--- config.mk ---
export PLATFORM = sky130hd
export DESIGN_NAME = instr_cache
export DESIGN_NICKNAME = d
export VERILOG_FILES = /design/src/cache_pkg.sv /design/src/instr_cache.sv
export VERILOG_INCLUDE_DIRS = /design/src
export SDC_FILE = /design/constraint.sdc
export NUM_CORES = 2
export LEC_CHECK = 0
export BUFFER_PORTS_ARGS = -buffer_cell sky130_fd_sc_hd__buf_2
export CAP_MARGIN = 5
export CORE_MARGIN = 4
export CORE_UTILIZATION = 55
export DETAILED_ROUTE_END_ITERATION = 12
export GPL_ROUTABILITY_DRIVEN = 0
export GPL_TIMING_DRIVEN = 0
export PLACE_DENSITY = 0.83
export RECOVER_POWER = 25
export SYNTH_ARGS = -nofsm -noshare
export SYNTH_HDL_FRONTEND = slang
export SYNTH_MEMORY_MAX_BITS = 65536
export SYNTH_SLANG_ARGS = --single-unit
export TNS_END_PERCENT = 30
--- constraint.sdc ---
create_clock -name i_clk -period 71.1 [get_ports i_clk]
set_input_delay 14.22 -clock i_clk [delete_from_list [all_inputs] [get_ports i_clk]]
set_output_delay 14.22 -clock i_clk [all_outputs]
set_load 0.05 [all_outputs]
--- src/cache_defs.svh ---
`ifndef CACHE_DEFS_SVH
`define CACHE_DEFS_SVH

// Address and data widths.
`define CACHE_ADDR_W      64
`define CACHE_DWORD_W     64
`define CACHE_INSTR_W     32

// Line width and cache geometry.
`define CACHE_BLOCK_W     512
`define CACHE_LINES       8
`define CACHE_INDEX_W     3
`define CACHE_OFFSET_W    6

// Tag is what remains above index and offset.
`define CACHE_TAG_W       (`CACHE_ADDR_W - `CACHE_INDEX_W - `CACHE_OFFSET_W)

// Word selects within one line.
`define CACHE_DWORD_SEL_W 3
`define CACHE_INSTR_SEL_W 4

// Bytes in one data word.
`define CACHE_DWORD_BYTES 8

`endif

--- src/cache_pkg.sv ---
package cache_pkg;

`include "cache_defs.svh"

    // Basic data types.
    typedef logic [`CACHE_ADDR_W-1:0]  addr_t;
    typedef logic [`CACHE_DWORD_W-1:0] dword_t;
    typedef logic [`CACHE_INSTR_W-1:0] instr_t;
    typedef logic [`CACHE_BLOCK_W-1:0] block_t;

    // Access size, same coding as funct3[1:0].
    typedef enum logic [1:0] {
        SIZE_BYTE   = 2'b00,
        SIZE_HALF   = 2'b01,
        SIZE_WORD   = 2'b10,
        SIZE_DOUBLE = 2'b11
    } store_size_e;

    // Load/store request from the core side.
    typedef struct packed {
        logic        rd;
        logic        wr;
        addr_t       addr;
        dword_t      wdata;
        store_size_e size;
    } data_req_t;

    // Claim of one cache on the external block port.
    typedef struct packed {
        logic   rd;
        logic   wr;
        addr_t  addr;
        block_t wblock;
    } bus_req_t;

    // Cache controller states.
    typedef enum logic [1:0] {
        ST_LOOKUP,
        ST_WRITEBACK,
        ST_REFILL
    } cache_state_e;

    // Arbiter states.
    typedef enum logic [1:0] {
        ARB_IDLE,
        ARB_INSTR,
        ARB_DATA
    } arb_state_e;

endpackage

--- src/instr_cache.sv ---
`timescale 1ns/10ps

`include "cache_defs.svh"

module instr_cache
    import cache_pkg::*;
(
    input  logic     i_clk,
    input  logic     i_arst_n,
    input  addr_t    i_fetch_addr,
    input  block_t   i_block_read,
    input  logic     i_done,
    output bus_req_t o_bus_req,
    output instr_t   o_instr,
    output logic     o_instr_hit,
    output logic     o_instr_addr_ma
);

    // -------------------------------------------------------------------
    // Storage.
    // -------------------------------------------------------------------
    logic [`CACHE_TAG_W-1:0] tag_mem  [`CACHE_LINES];
    block_t                  line_mem [`CACHE_LINES];
    logic [`CACHE_LINES-1:0] valid_q;

    cache_state_e state_q;
    addr_t        miss_addr_q;

    logic [`CACHE_INDEX_W-1:0]     req_index;
    logic [`CACHE_INDEX_W-1:0]     miss_index;
    logic [`CACHE_TAG_W-1:0]       req_tag;
    logic [`CACHE_INSTR_SEL_W-1:0] word_sel;
    logic                          miss;

    // -------------------------------------------------------------------
    // Lookup.
    // -------------------------------------------------------------------
    assign req_index  = i_fetch_addr[`CACHE_OFFSET_W +: `CACHE_INDEX_W];
    assign req_tag    = i_fetch_addr[`CACHE_ADDR_W-1 -: `CACHE_TAG_W];
    assign word_sel   = i_fetch_addr[2 +: `CACHE_INSTR_SEL_W];
    assign miss_index = miss_addr_q[`CACHE_OFFSET_W +: `CACHE_INDEX_W];

    // Every aligned fetch address counts as a request.
    assign o_instr_addr_ma = |i_fetch_addr[1:0];

    assign o_instr_hit = valid_q[req_index] && (tag_mem[req_index] == req_tag)
                         && !o_instr_addr_ma;

    assign o_instr = line_mem[req_index][word_sel*`CACHE_INSTR_W +: `CACHE_INSTR_W];

    assign miss = !o_instr_addr_ma && !o_instr_hit;

    // -------------------------------------------------------------------
    // Refill control.
    // -------------------------------------------------------------------
    always_ff @(posedge i_clk or negedge i_arst_n) begin
        if (!i_arst_n) begin
            state_q <= ST_LOOKUP;
            valid_q <= '0;
        end else begin
            case (state_q)
                ST_LOOKUP: begin
                    if (miss) begin
                        state_q <= ST_REFILL;
                    end
                end
                ST_REFILL: begin
                    if (i_done) begin
                        state_q             <= ST_LOOKUP;
                        valid_q[miss_index] <= 1'b1;
                    end
                end
                default: state_q <= ST_LOOKUP;
            endcase
        end
    end

    // Line, tag and miss address.
    always_ff @(posedge i_clk) begin
        if ((state_q == ST_LOOKUP) && miss) begin
            miss_addr_q <= i_fetch_addr;
        end
        if ((state_q == ST_REFILL) && i_done) begin
            line_mem[miss_index] <= i_block_read;
            tag_mem[miss_index]  <= miss_addr_q[`CACHE_ADDR_W-1 -: `CACHE_TAG_W];
        end
    end

    // Read request held for the whole refill.
    always_comb begin
        o_bus_req      = '0;
        o_bus_req.rd   = (state_q == ST_REFILL);
        o_bus_req.addr = {miss_addr_q[`CACHE_ADDR_W-1:`CACHE_OFFSET_W],
                          {`CACHE_OFFSET_W{1'b0}}};
    end

endmodule

==> implementation parameters <==
Parameter                              Value

STA
  Worst slack on hold paths    0.466 ns
  Largest clock skew in the final design    0.0438 ns
  Worst-margin pin slew    1.48 ns
  RSZ-0062 raised after global routing    false
  Worst max-slew margin expressed relative to the limit    0.0127
  Peak clock frequency supported by timing    28.8 MHz
  Number of slew-limit violations in the final report    0
  Period Utilization, post-route    0.488
  Time the final worst path needs with I/O delays and setup    34.71 ns
  Final critical-path setup slack    36.39 ns
  Accumulated negative setup slack    0 ns
  Final setup viols    0
  Final Hold Fails    0

CTS
  Maximum root-to-sink buffer count    4
  Clock edge transition at the registers on the reported setup and hold paths    0.06 ns
  CTS root buf    clkbuf_16
  Clock H-tree levels    5
  Post-CTS setup buffer count    0
  Count of hold-fix buffers inserted at cts    0
  Insertion delay of the later-clocked pin in the worst-skew pair    1.05 ns
  Number of clock sinks    4,603
  TritonCTS clock tree    built
  Number of gates resized after cts    0
  Total CTS buffers    431

Drt
  Detailed Route Iter0 Violations    16.3k
  WL final    570 mm
  Vias    93.1k
  Antenna violation net count after detailed routing    0
  Wire per inst    40.6 um
  Ratio of routed vias to standard cells    6.63
  Count of unresolved DRC violations after routing    0
  Number of detailed-route iterations in the first pass    6

Floorplan
  Overall die height    577 um
  Ports    1,191
  Die Footprint    0.333 sq mm
  Initial core utilization    0.554
  Floorplan row count    208
  X dimension of the die    577 um
  Core box area    0.322 sq mm

Layout
  Layout-stage area growth over the synthesis result    17.0%
  Share of layout cells above drive strength 1    0.361
  Fill cell count    19.6k
  Layout net count    9,702

Worst hold path
  Source of the worst hold timing path    valid_q[6]
  Worst Hold Depth    1
  Worst Hold End    valid_q[6]
  Class of the tightest hold or removal check    reg -> reg

Logic synthesis
  Yosys warnings    0
  Part of the Yosys area used for sequential elements    0.776
  Async set-or-reset flop fraction in the synthesized netlist    0.00196
  Count of different cell masters after synthesis    31
  Number of instances in the synthesized netlist    7,171
  Synth Flop Type    edfxtp_1
  Mean instance size in the synthesized netlist    24.8 sq um
  Number of enable-type register cells in the synthesized netlist    4,594
  Post-synthesis instance area    0.178 sq mm
  Number of synthesized register bits    4,603

Placement
  Pre-CTS worst setup slack    36.82 ns
  Detail Placement HPWL    364 mm
  PortBufs    667

Setup path
  Type of element capturing the critical path    output pin
  Worst EP arrival    20.49 ns
  Critical-path maximum fanout    10
  Reg2reg setup slack    66.33 ns
  Class of the most critical setup path    in -> out
  Endpoint of the worst-slack reg-to-reg timing path    line_mem[2][132]
  Nature of the critical path startpoint    input pin
  Reg2reg start    state_q[1]
  Cells on worst reg2reg path    16
  Worst endpoint required time    56.88 ns

GRT
  Number of global-route vias before repair    90.8k
  Largest net degree at the start of global routing    27
  All-Layer GR Usage    0.339
  First-pass GRT wire length    769 mm
  GRT overflow    0
  Initial antenna violation count    401

Outcome
  Outcome    completed

Power
  Leak Pwr    0.0678 uW
  IR Drop Worst-Case VDD    0.0000252 V
  Power density of the placed cells    27.9 mW/mm^2

Job
  Number of max-cap violations    0
==> cells in the final DEF (no fill, tap or decap), types with 10 or more instances in the layout <==
master,n
buf_8,30
mux4_2,1426
xnor2_1,34
mux2i_1,71
clkbuf_2,15
clkinvlp_4,16
buf_12,140
clkbuf_16,441
clkbuf_1,591
diode_2,280
mux2_2,55
buf_6,127
buf_4,555
xor2_1,21
nor4_1,14
bufinv_16,42
buf_1,46
o22ai_1,11
nand2_1,15
buf_16,26
conb_1,519
a221oi_1,14
clkinv_2,70
edfxtp_1,4594
clkinv_1,80
nand2b_1,10
buf_2,426
==> worst max-delay path, cell delays in order <==
cell and delay, ns:
clkbuf_1 0.25, clkbuf_1 1.02, clkbuf_1 1.14, clkbuf_1 0.60
clkbuf_1 0.71, mux2i_1 0.38, xnor2_1 0.12, nor4_1 0.47
nand4_1 0.34, nor4_2 0.56, nor2b_1 0.31, buf_2 0.32
==> worst max-delay path by stage <==
| stage | start | endpoint | slack, ns | cells past startpoint |
|---|---|---|---|---|
| 6_report | i_fetch_addr[7] | o_instr_hit | 36.39 | 12 |
| 5_1_grt | i_fetch_addr[7] | o_instr_hit | 36.26 | 12 |
| 4_1_cts | i_fetch_addr[7] | o_instr_hit | 36.70 | 12 |
| 3_5_place_dp | i_fetch_addr[7] | o_instr_hit | 36.82 | 12 |
| 3_3_place_gp | i_done | valid_q[2] | -26.24 | 4 |
| 2_1_floorplan | i_done | valid_q[2] | 15.33 | 3 |
==> kinds of logic after synthesis <==
| group | share of synthesized area |
|---|---|
| flip-flops | 0.776 |
| multiplexers | 0.188 |
| buffers and inverters | 0.0302 |
| AND/OR/NAND/NOR | 0.00218 |
| XOR/XNOR | 0.00270 |
| AO/OA/AOI/OAI | 0.00140 |
| other | 0.0000211 |
==> layer usage <==
metal	GRT usage	vias to the layer above	wire length [um]
li1	-	34124	-
met1	0.403	47180	167000
met2	0.502	9396	262000
met3	0.144	2147	89500
met4	0.240	242	49800
met5	0.00215	-	1610
==> state kept, by name, indices dropped and copies added, names as in the netlist <==
signal / count
line_mem: 4096
miss_addr_q: 58
state_q: 1
tag_mem: 440
valid_q: 8
==> final cells by class <==
cell class                 instances  area, sq um  share of cell area
sequential                      4603       138000               0.663
tap                             4305         5390              0.0258
multi-input combinational       2229        36600               0.175
timing repair buffer            1001         8390              0.0402
clock buffer                     539        11400              0.0547
buffer                           857         5410              0.0259
antenna                          280          701             0.00336
clock inverter                   236         2450              0.0118
==> synth_stat cells, types with 2 or more instances <==
cell type / instances / share of area
buf_4: 541 / 0.023
buf_2: 90 / 0.0025
or2_2: 9 / 0.00032
nor4_1: 14 / 0.00049
edfxtp_1: 4594 / 0.77
clkbuf_1: 170 / 0.0036
buf_1: 53 / 0.0011
o22ai_1: 11 / 0.00039
nand2b_1: 10 / 0.00035
a211oi_1: 2 / 0.000084
nand2_1: 15 / 0.00032
buf_6: 3 / 0.00019
nor2b_1: 5 / 0.00018
nand4_1: 3 / 0.00011
xor2_1: 21 / 0.0010
mux2_2: 55 / 0.0035
mux4_2: 1426 / 0.18
a221oi_1: 14 / 0.00069
nor2_1: 8 / 0.00017
a22o_1: 3 / 0.00015
nor3_1: 3 / 0.000084
xnor2_1: 34 / 0.0017
mux2i_1: 71 / 0.0040
dfrtp_1: 9 / 0.0013
==> stage by stage <==
stage / total power [uW] / instance area, sq um / util / instances
after CTS: 5780 / 208000 / 0.647 / 13759
final: 5810 / 208000 / 0.648 / 14050
after global placement: 3540 / 189000 / 0.587 / 12661
after global routing: 5940 / 208000 / 0.647 / 13929
after detailed placement: 3510 / 194000 / 0.604 / 12984
after floorplan: 3370 / 180000 / - / 7689
==> power by group <==
group	total, uW	internal, uW	switching [uW]
clock network	2330	1290	1040
registers	3030	3010	12.2
logic	450	150	300
total	5810	4450	1350
Note: power is estimated with default switching activity, not from simulation.
