<file path="config.mk">
export PLATFORM = sky130hd
export DESIGN_NAME = block_bus_arbiter
export DESIGN_NICKNAME = d
export VERILOG_FILES = /design/src/cache_pkg.sv /design/src/block_bus_arbiter.sv
export VERILOG_INCLUDE_DIRS = /design/src
export SDC_FILE = /design/constraint.sdc
export NUM_CORES = 1
export LEC_CHECK = 0
export ABC_AREA = 1
export BUFFER_PORTS_ARGS = -buffer_cell sky130_fd_sc_hd__buf_2
export CORE_AREA = 2 2 681 683
export DETAILED_ROUTE_END_ITERATION = 16
export DIE_AREA = 0 0 683 685
export GPL_TIMING_DRIVEN = 0
export PLACE_DENSITY_LB_ADDON = 0.1
export SYNTH_ARGS = -nofsm -noshare
export SYNTH_HDL_FRONTEND = slang
export SYNTH_SLANG_ARGS = --single-unit
</file>
<file path="constraint.sdc">
create_clock -name i_clk -period 84.5 [get_ports i_clk]
set_clock_uncertainty 0.1 [all_clocks]
set_input_delay 12.675 -clock i_clk [delete_from_list [all_inputs] [get_ports i_clk]]
set_output_delay 12.675 -clock i_clk [all_outputs]
set_load 0.01 [all_outputs]
</file>
<file path="src/cache_defs.svh">
`ifndef CACHE_DEFS_SVH
`define CACHE_DEFS_SVH

// Address and data widths.
`define CACHE_ADDR_W      64
`define CACHE_DWORD_W     64
`define CACHE_INSTR_W     32

// Line width and cache geometry.
`define CACHE_BLOCK_W     512
`define CACHE_LINES       8
`define CACHE_INDEX_W     3
`define CACHE_OFFSET_W    6

// Tag is what remains above index and offset.
`define CACHE_TAG_W       (`CACHE_ADDR_W - `CACHE_INDEX_W - `CACHE_OFFSET_W)

// Word selects within one line.
`define CACHE_DWORD_SEL_W 3
`define CACHE_INSTR_SEL_W 4

// Bytes in one data word.
`define CACHE_DWORD_BYTES 8

`endif

</file>
<file path="src/cache_pkg.sv">
package cache_pkg;

`include "cache_defs.svh"

    // Basic data types.
    typedef logic [`CACHE_ADDR_W-1:0]  addr_t;
    typedef logic [`CACHE_DWORD_W-1:0] dword_t;
    typedef logic [`CACHE_INSTR_W-1:0] instr_t;
    typedef logic [`CACHE_BLOCK_W-1:0] block_t;

    // Access size, same coding as funct3[1:0].
    typedef enum logic [1:0] {
        SIZE_BYTE   = 2'b00,
        SIZE_HALF   = 2'b01,
        SIZE_WORD   = 2'b10,
        SIZE_DOUBLE = 2'b11
    } store_size_e;

    // Load/store request from the core side.
    typedef struct packed {
        logic        rd;
        logic        wr;
        addr_t       addr;
        dword_t      wdata;
        store_size_e size;
    } data_req_t;

    // Claim of one cache on the external block port.
    typedef struct packed {
        logic   rd;
        logic   wr;
        addr_t  addr;
        block_t wblock;
    } bus_req_t;

    // Cache controller states.
    typedef enum logic [1:0] {
        ST_LOOKUP,
        ST_WRITEBACK,
        ST_REFILL
    } cache_state_e;

    // Arbiter states.
    typedef enum logic [1:0] {
        ARB_IDLE,
        ARB_INSTR,
        ARB_DATA
    } arb_state_e;

endpackage

</file>
<file path="src/block_bus_arbiter.sv">
`timescale 1ns/10ps

`include "cache_defs.svh"

module block_bus_arbiter
    import cache_pkg::*;
(
    input  logic     i_clk,
    input  logic     i_arst_n,
    input  bus_req_t i_instr_req,
    input  bus_req_t i_data_req,
    input  logic     i_done,
    output logic     o_instr_done,
    output logic     o_data_done,
    output logic     o_start_read,
    output logic     o_start_write,
    output addr_t    o_bus_addr,
    output block_t   o_block_write
);

    arb_state_e state_q;
    addr_t      addr_q;
    block_t     block_q;

    logic     data_wants;
    logic     instr_wants;
    bus_req_t sel_req;

    // -------------------------------------------------------------------
    // Request selection.
    // -------------------------------------------------------------------
    assign data_wants  = i_data_req.rd | i_data_req.wr;
    assign instr_wants = i_instr_req.rd | i_instr_req.wr;

    // Data side wins a tie.
    assign sel_req = data_wants ? i_data_req : i_instr_req;

    // -------------------------------------------------------------------
    // Grant FSM.
    // -------------------------------------------------------------------
    always_ff @(posedge i_clk or negedge i_arst_n) begin
        if (!i_arst_n) begin
            state_q       <= ARB_IDLE;
            o_start_read  <= 1'b0;
            o_start_write <= 1'b0;
        end else begin
            o_start_read  <= 1'b0;
            o_start_write <= 1'b0;
            case (state_q)
                ARB_IDLE: begin
                    if (data_wants || instr_wants) begin
                        state_q       <= data_wants ? ARB_DATA : ARB_INSTR;
                        o_start_write <= sel_req.wr;
                        o_start_read  <= sel_req.rd;
                    end
                end
                ARB_INSTR, ARB_DATA: begin
                    // Owner keeps the port until the transfer completes.
                    if (i_done) begin
                        state_q <= ARB_IDLE;
                    end
                end
                default: state_q <= ARB_IDLE;
            endcase
        end
    end

    // Address and block captured at grant.
    always_ff @(posedge i_clk) begin
        if ((state_q == ARB_IDLE) && (data_wants || instr_wants)) begin
            addr_q  <= sel_req.addr;
            block_q <= sel_req.wblock;
        end
    end

    assign o_bus_addr    = (state_q != ARB_IDLE) ? addr_q : '0;
    assign o_block_write = (state_q != ARB_IDLE) ? block_q : '0;

    // Done goes back to the owner only.
    assign o_instr_done = i_done && (state_q == ARB_INSTR);
    assign o_data_done  = i_done && (state_q == ARB_DATA);

endmodule

</file>
==> run_results.csv, run 1 <==
group,metric,value,unit
cells_and_area,area_growth_syn_to_layout,69.5,%
drt,vias,32000,
worst_hold_path,hold_class,"register to register",
sta,tightest_slew,1470,ps
worst_setup_path,crit_cells,4,
synth,yosys.cell_types.count,12,
drt,drc,0,
worst_setup_path,max_stage_delay,170,ps
global_routing,grtUsageTotal,12.7,%
synth,ys_seq_elements,580,
synth,ys_seq_area_share,59.0,%
worst_hold_path,min_delay_path_depth,2,
placement,pre_cts_ws,58500,ps
placement,port_buffers,1738,
clock_network,cts.reportedPaths.clkPinSlew,60,ps
synth,synth-compound-area-share,0.0509,%
worst_setup_path,critPathCaptureType,"primary output",
floorplan,start_util,6.39,%
global_routing,grt_pass1_vias,33400,
clock_network,clockBufferDepth,4,
floorplan,die_area,468000,µm²
clock_network,clockRootBuffer,"clkbuf_16",
worst_setup_path,worstPathArrival,13250,ps
drt,vias_per_cell,2.70,
power,ir_worst_vdd,14.4,µV
global_routing,grt.met3_usage,3.82,%
worst_setup_path,reg2reg_depth,16,
cells_and_area,utilization,10.8,%
clock_network,ctsResizeCount,0,
worst_setup_path,path_buf_inv,3,
synth,yosys.area_share.adder,0.127,%
sta,fin_crit_sh,30.8,%
worst_setup_path,slowest_stage,"buf_2",
floorplan,die_width,683,µm
cells_and_area,layout-drive-gt1-share,37.2,%
floorplan,row_count,250,
worst_setup_path,crit_chain,"buf_2, nand2_1, inv_1, buf_2",
worst_setup_path,critPathRequiredTime,71720,ps
cells_and_area,nets,6717,
floorplan,core,461000,µm²
power,leakagePower,25.0,nW
sta,drv_slew,0,
floorplan,io_pins,1739,
drt,firstDrtPassIters,7,
global_routing,top_usage_layer,"met2",
global_routing,grt_pass1_wl,380000,µm
global_routing,antenna_found_initial,184,
sta,slew_headroom,1.73,%
worst_setup_path,cp_max_fo,3,
worst_setup_path,critical-path-top-delay-family,"buffers and inverters",
clock_network,htreeDepth,3,
synth,syn_nets,4845,
global_routing,grt_max_degree,24,
sta,setup_ws,58480,ps
floorplan,die_y,685,µm
worst_setup_path,setup.worst_path.class,"primary input to primary output",
synth,synth.area.mux_share,0,%
clock_network,post_cts_buffers,0,
clock_network,cts_hold_buf,0,
sta,fin_tns_setup,0,ps
global_routing,met2_usage,24.6,%
outcome,status,"complete, no violations",
sta,rsz0062_at_grt,"false",
worst_setup_path,cp-start-kind,"primary input",
job,maxCapViolations,0,
synth,syn_avg_cell_area,8.00,µm²
clock_network,cts_tree,"done",
synth,yosysWarnings,0,
clock_network,clkSinkCount,580,
worst_setup_path,cp_common_cell,"buf_2",
clock_network,numCtsBuffers,102,
sta,setup_violations,0,
global_routing,use_met1,13.5,%
synth,synth_cells,3683,
placement,hpwlAfterDp,271000,µm
sta,period_needed,26020,ps
synth,netlist_area,29500,µm²
placement,gp_congestion,0.863,
sta,fmax,0.0384,GHz
sta,hold_viol,0,
drt,drtIter0Drc,1983,
clock_network,clock_latency,840,ps
power,powerDensity,34.4,nW/µm²
drt,ant_nets,0,
drt,wl_per_cell,26.0,µm
drt,wl,308000,µm
synth,synth_top_family_by_area,"simple AND/OR/NAND/NOR gates",
synth,synth_xor_area_share,0,%
global_routing,grt_overflow,0,
synth,synth-simple-area-share,29.6,%
-- cell usage in the layout (no fill, tap or decap), drive strengths merged --
master / Yosys / routed
clkinv: 0 / 42
bufinv: 0 / 11
ha: 3 / 3
a21oi: 3 / 3
nor2: 579 / 579
diode: 0 / 58
buf: 177 / 1945
clkbuf: 15 / 137
nand2: 1739 / 1739
inv: 584 / 585
dfrtp: 4 / 4
clkinvlp: 0 / 5
nand3: 3 / 3
edfxtp: 576 / 576
-- sequential cells by signal (all words and copies together), names as in the netlist --
register / count
block_q: 512
state_q: 2
o_start_write: 1
addr_q: 64
o_start_read: 1
-- area by class of cell --
| type | instances | area (µm²) |
|---|---|---|
| Clock inverter | 59 | 606 |
| Fill cell | 54100 | 411000 |
| Clock buffer | 122 | 2650 |
| Sequential cell | 580 | 17400 |
| Inverter | 584 | 2190 |
| Timing Repair Buffer | 1768 | 9340 |
| Multi-Input combinational cell | 2327 | 8780 |
| Tap cell | 6174 | 7720 |
| Antenna cell | 58 | 145 |
| Buffer | 192 | 1130 |
-- metrics by stage --
stage	instance area (µm²)	cells	total power, W	hold slack [ps]
final	50000	11900	0.00172	430
after global routing	49900	11800	0.00183	466
after CTS	49800	11800	0.00181	427
after detailed placement	46600	11600	0.00135	407
after global placement	45900	11600	0.00163	412
after floorplan	29500	3683	0.000916	367
-- worst register-to-register path, cell delays in order, from the launching register on --
cell and delay [ps]:
dfrtp_1 400, inv_1 90, ha_1 180, buf_2 870, inv_1 400, a21oi_4 810, buf_16 240, buf_12 200
buf_12 210, buf_12 200, buf_12 210, buf_12 200, buf_12 200, buf_12 220, buf_12 230, buf_12 230
buf_12 220
-- cells in the mapped netlist --
cell type / count / area [µm²]
a21oi_1: 3 / 15.0
buf_2: 113 / 566
buf_4: 59 / 443
buf_6: 5 / 56.3
clkbuf_1: 15 / 56.3
dfrtp_1: 4 / 100
edfxtp_1: 576 / 17300
ha_1: 3 / 37.5
inv_1: 584 / 2190
nand2_1: 1739 / 6530
nand3_1: 3 / 15.0
nor2_1: 579 / 2170
-- routing by layer --
metal  routed length, µm  up-vias
met4                5010       72
li1                    -    14800
met5                 442        -
met1              113000    15300
met3               23200      379
met2              166000     1389
-- cell families (layout without fill, tap and decap cells) --
family,Yosys count,count (layout)
other,0,58
AO/OA/AOI/OAI,3,3
buffers and inverters,776,2725
AND/OR/NAND/NOR,2321,2321
flip-flops,580,580
adder cells (fa/ha/maj),3,3
-- path summary, 6_finish.rpt --
path	startpoint	end	slack, ps
max in group asynchronous	i_arst_n	state_q[0]	72650
max	i_done	o_data_done	58480
min in group asynchronous	i_arst_n	o_start_write	11520
min	state_q[0]	state_q[0]	430
max reg2reg	state_q[0]	block_q[281]	78930
min reg2reg	state_q[0]	state_q[0]	430
-- report_power, final --
part / switching [W] / internal, W / leakage [nW]
clock network: 0.000179 / 0.000255 / 1.58
logic: 0.000587 / 0.000201 / 17.7
registers: 0.0000381 / 0.000459 / 5.75
Power figures use the tool's default switching activity.
==> run 2: changes to the inputs <==
Settings changed: ABC_AREA 1 to 0, CORE_AREA 2 2 681 683 to 2 2 684 686, DIE_AREA 0 0 683 685 to 0 0 686 688.
Clock period 84.5 ns to 25.2 ns, I/O delays scaled along.
==> run_results.csv, run 2 <==
group,metric,value,unit
outcome,status,"complete, no violations",
drt,wl_per_cell,26.4,µm
drt,vias,29800,
power,powerDensity,118,nW/µm²
global_routing,use_met1,13.1,%
drt,vias_per_cell,2.64,
power,ir_worst_vdd,54.2,µV
sta,tightest_slew,1110,ps
drt,drtIter0Drc,1999,
synth,syn_nets,4262,
cells_and_area,stdcell_count,11300,
clock_network,numCtsBuffers,102,
sta,period_needed,8270,ps
worst_setup_path,cp-start-kind,"register",
worst_setup_path,max_stage_delay,740,ps
clock_network,clkSinkCount,580,
worst_setup_path,critPathCaptureType,"primary output",
floorplan,io_pins,1739,
global_routing,antenna_found_initial,182,
cells_and_area,layout-drive-gt1-share,40.4,%
placement,dp_cells,11100,
global_routing,grt_pass1_vias,30400,
sta,rsz0062_at_grt,"false",
synth,synth_edf_count,576,
cells_and_area,largest-register,"block_q",
synth,yosysTopAreaCellShare,59.8,%
sta,setup_violations,0,
cells_and_area,stdcell_area,49400,µm²
synth,yosysWarnings,0,
placement,pre_cts_ws,17120,ps
clock_network,post_cts_buffers,0,
worst_hold_path,hold_class,"register to register",
drt,ant_nets,0,
sta,drv_slew,0,
worst_setup_path,setup.worst_path.class,"register to primary output",
floorplan,start_util,6.22,%
cells_and_area,area_growth_syn_to_layout,70.7,%
global_routing,top_usage_layer,"met2",
worst_setup_path,startpoint,"state_q[0]",
sta,slew_headroom,26.3,%
clock_network,cts_tree,"done",
worst_hold_path,worstHoldStart,"state_q[0]",
clock_network,clock_latency,860,ps
power,power.total,0.00583,W
synth,synthArstFlopShare,0.690,%
sta,hold_viol,0,
clock_network,clockBufferDepth,4,
job,maxCapViolations,0,
synth,ys.flop_type,"edfxtp_1",
clock_network,htreeDepth,3,
global_routing,grt_overflow,0,
clock_network,ctsResizeCount,0,
synth,syn_avg_cell_area,9.33,µm²
cells_and_area,largest_reg_flops,512,
placement,gp_congestion,0.866,
floorplan,core,465000,µm²
floorplan,die_width,686,µm
synth,ys_seq_area_share,60.1,%
placement,placed_area,46100,µm²
global_routing,grtUsageTotal,12.1,%
synth,synth_area_leaders,"edfxtp_1, nand2_1, nor2b_1",
cells_and_area,final_cell_mix,"buf_2, nand2_1, nor2b_1",
synth,synth_cells,3100,
sta,fin_crit_sh,32.8,%
clock_network,cts_hold_buf,0,
floorplan,die_area,472000,µm²
synth,ys_seq_elements,580,
floorplan,row_count,251,
clock_network,cts.reportedPaths.clkPinSlew,60,ps
power,leakagePower,22.0,nW
floorplan,die_y,688,µm
clock_network,clockRootBuffer,"clkbuf_16",
synth,netlist_area,28900,µm²
worst_setup_path,r2r-start,"state_q[0]",
synth,synth_commonest_cells,"nand2_1, nor2b_1, edfxtp_1",
worst_setup_path,slowest_stage,"buf_2",
sta,setup_ws,16930,ps
cells_and_area,reg_top3,"block_q x512, addr_q x64, state_q x2",
global_routing,grt_max_degree,24,
worst_setup_path,worstPathArrival,4390,ps
cells_and_area,nets,6134,
worst_setup_path,critPathRequiredTime,21320,ps
drt,firstDrtPassIters,7,
worst_setup_path,cp_max_fo,10,
cells_and_area,mostFrequentLayoutCell,"buf_2",
placement,port_buffers,1738,
sta,fmax,0.121,GHz
synth,yosys.area.top_type,"edfxtp_1",
placement,hpwlAfterDp,261000,µm
global_routing,met2_usage,22.4,%
global_routing,grt.met3_usage,4.61,%
worst_setup_path,crit_chain,"inv_1, ha_1, buf_2, buf_2, clkbuf_4, nor2b_1, buf_2",
drt,drc,0,
synth,yosysMostFrequentCell,"nand2_1",
global_routing,grt_pass1_wl,363000,µm
drt,wl,298000,µm
worst_setup_path,cp_common_cell,"buf_2",
synth,yosys.cell_types.count,20,
run 2: cell count changes in the layout (fill, tap and decap cells not counted), moves of 43 or more:
cell,before,now
nor2b_1,0,579
buf_4,59,16
buf_2,1851,1796
inv_1,584,2
clkbuf_1,30,76
buf_6,5,59
nor2_1,579,2
run 2: cell type report:
cell class | count | area (µm²)
Fill cell | 54200 | 416000
Sequential cell | 580 | 17400
Multi-Input combinational cell | 2325 | 10200
Timing Repair Buffer | 1768 | 9360
Tap cell | 6198 | 7750
Clock buffer | 123 | 2660
Buffer | 193 | 1300
Clock inverter | 59 | 573
Antenna cell | 41 | 103
Inverter | 2 | 7.51
run 2: worst paths after layout:
kind	cells past startpoint	to	slack, ps
setup / recovery	7	o_block_write[90]	16930
hold / removal	2	state_q[0]	500
setup reg to reg	15	block_q[310]	19920
hold reg to reg	2	state_q[0]	500
max in group asynchronous	1	o_start_read	22250
min in group asynchronous	1	o_start_write	2620
run 2: stage by stage:
stage	util, %	hold slack [ps]	TNS, ps
floorplan	-	432	0
global placement	9.76	486	-6547280
detailed placement	9.90	498	0
CTS	10.6	507	0
global route	10.6	536	0
finish	10.6	499	0
run 2: critical path, delay by kind of cell (launching register included):
kind                     cells  cell delay (ps)
buffers and inverters        5             2450
flip-flops                   1              380
AND/OR/NAND/NOR              1              320
adder cells (fa/ha/maj)      1              140
run 2: power by group:
| part | internal [W] | switching, W |
|---|---|---|
| sequential | 0.00157 | 0.000177 |
| combinational | 0.000740 | 0.00192 |
| clock | 0.000847 | 0.000584 |
| total | 0.00316 | 0.00268 |
run 2: layer usage:
layer	wire (µm)	vias to the layer above
met1	111000	14300
li1	-	13600
met4	5830	70
met3	26800	386
met2	154000	1418
met5	440	-
run 2: cells by family after synthesis:
family,Yosys count,synth area share (%)
flops,580,60.1
simple gates,2314,35.1
buf+inv,195,4.52
fa+ha+maj,3,0.130
compound gates,8,0.164
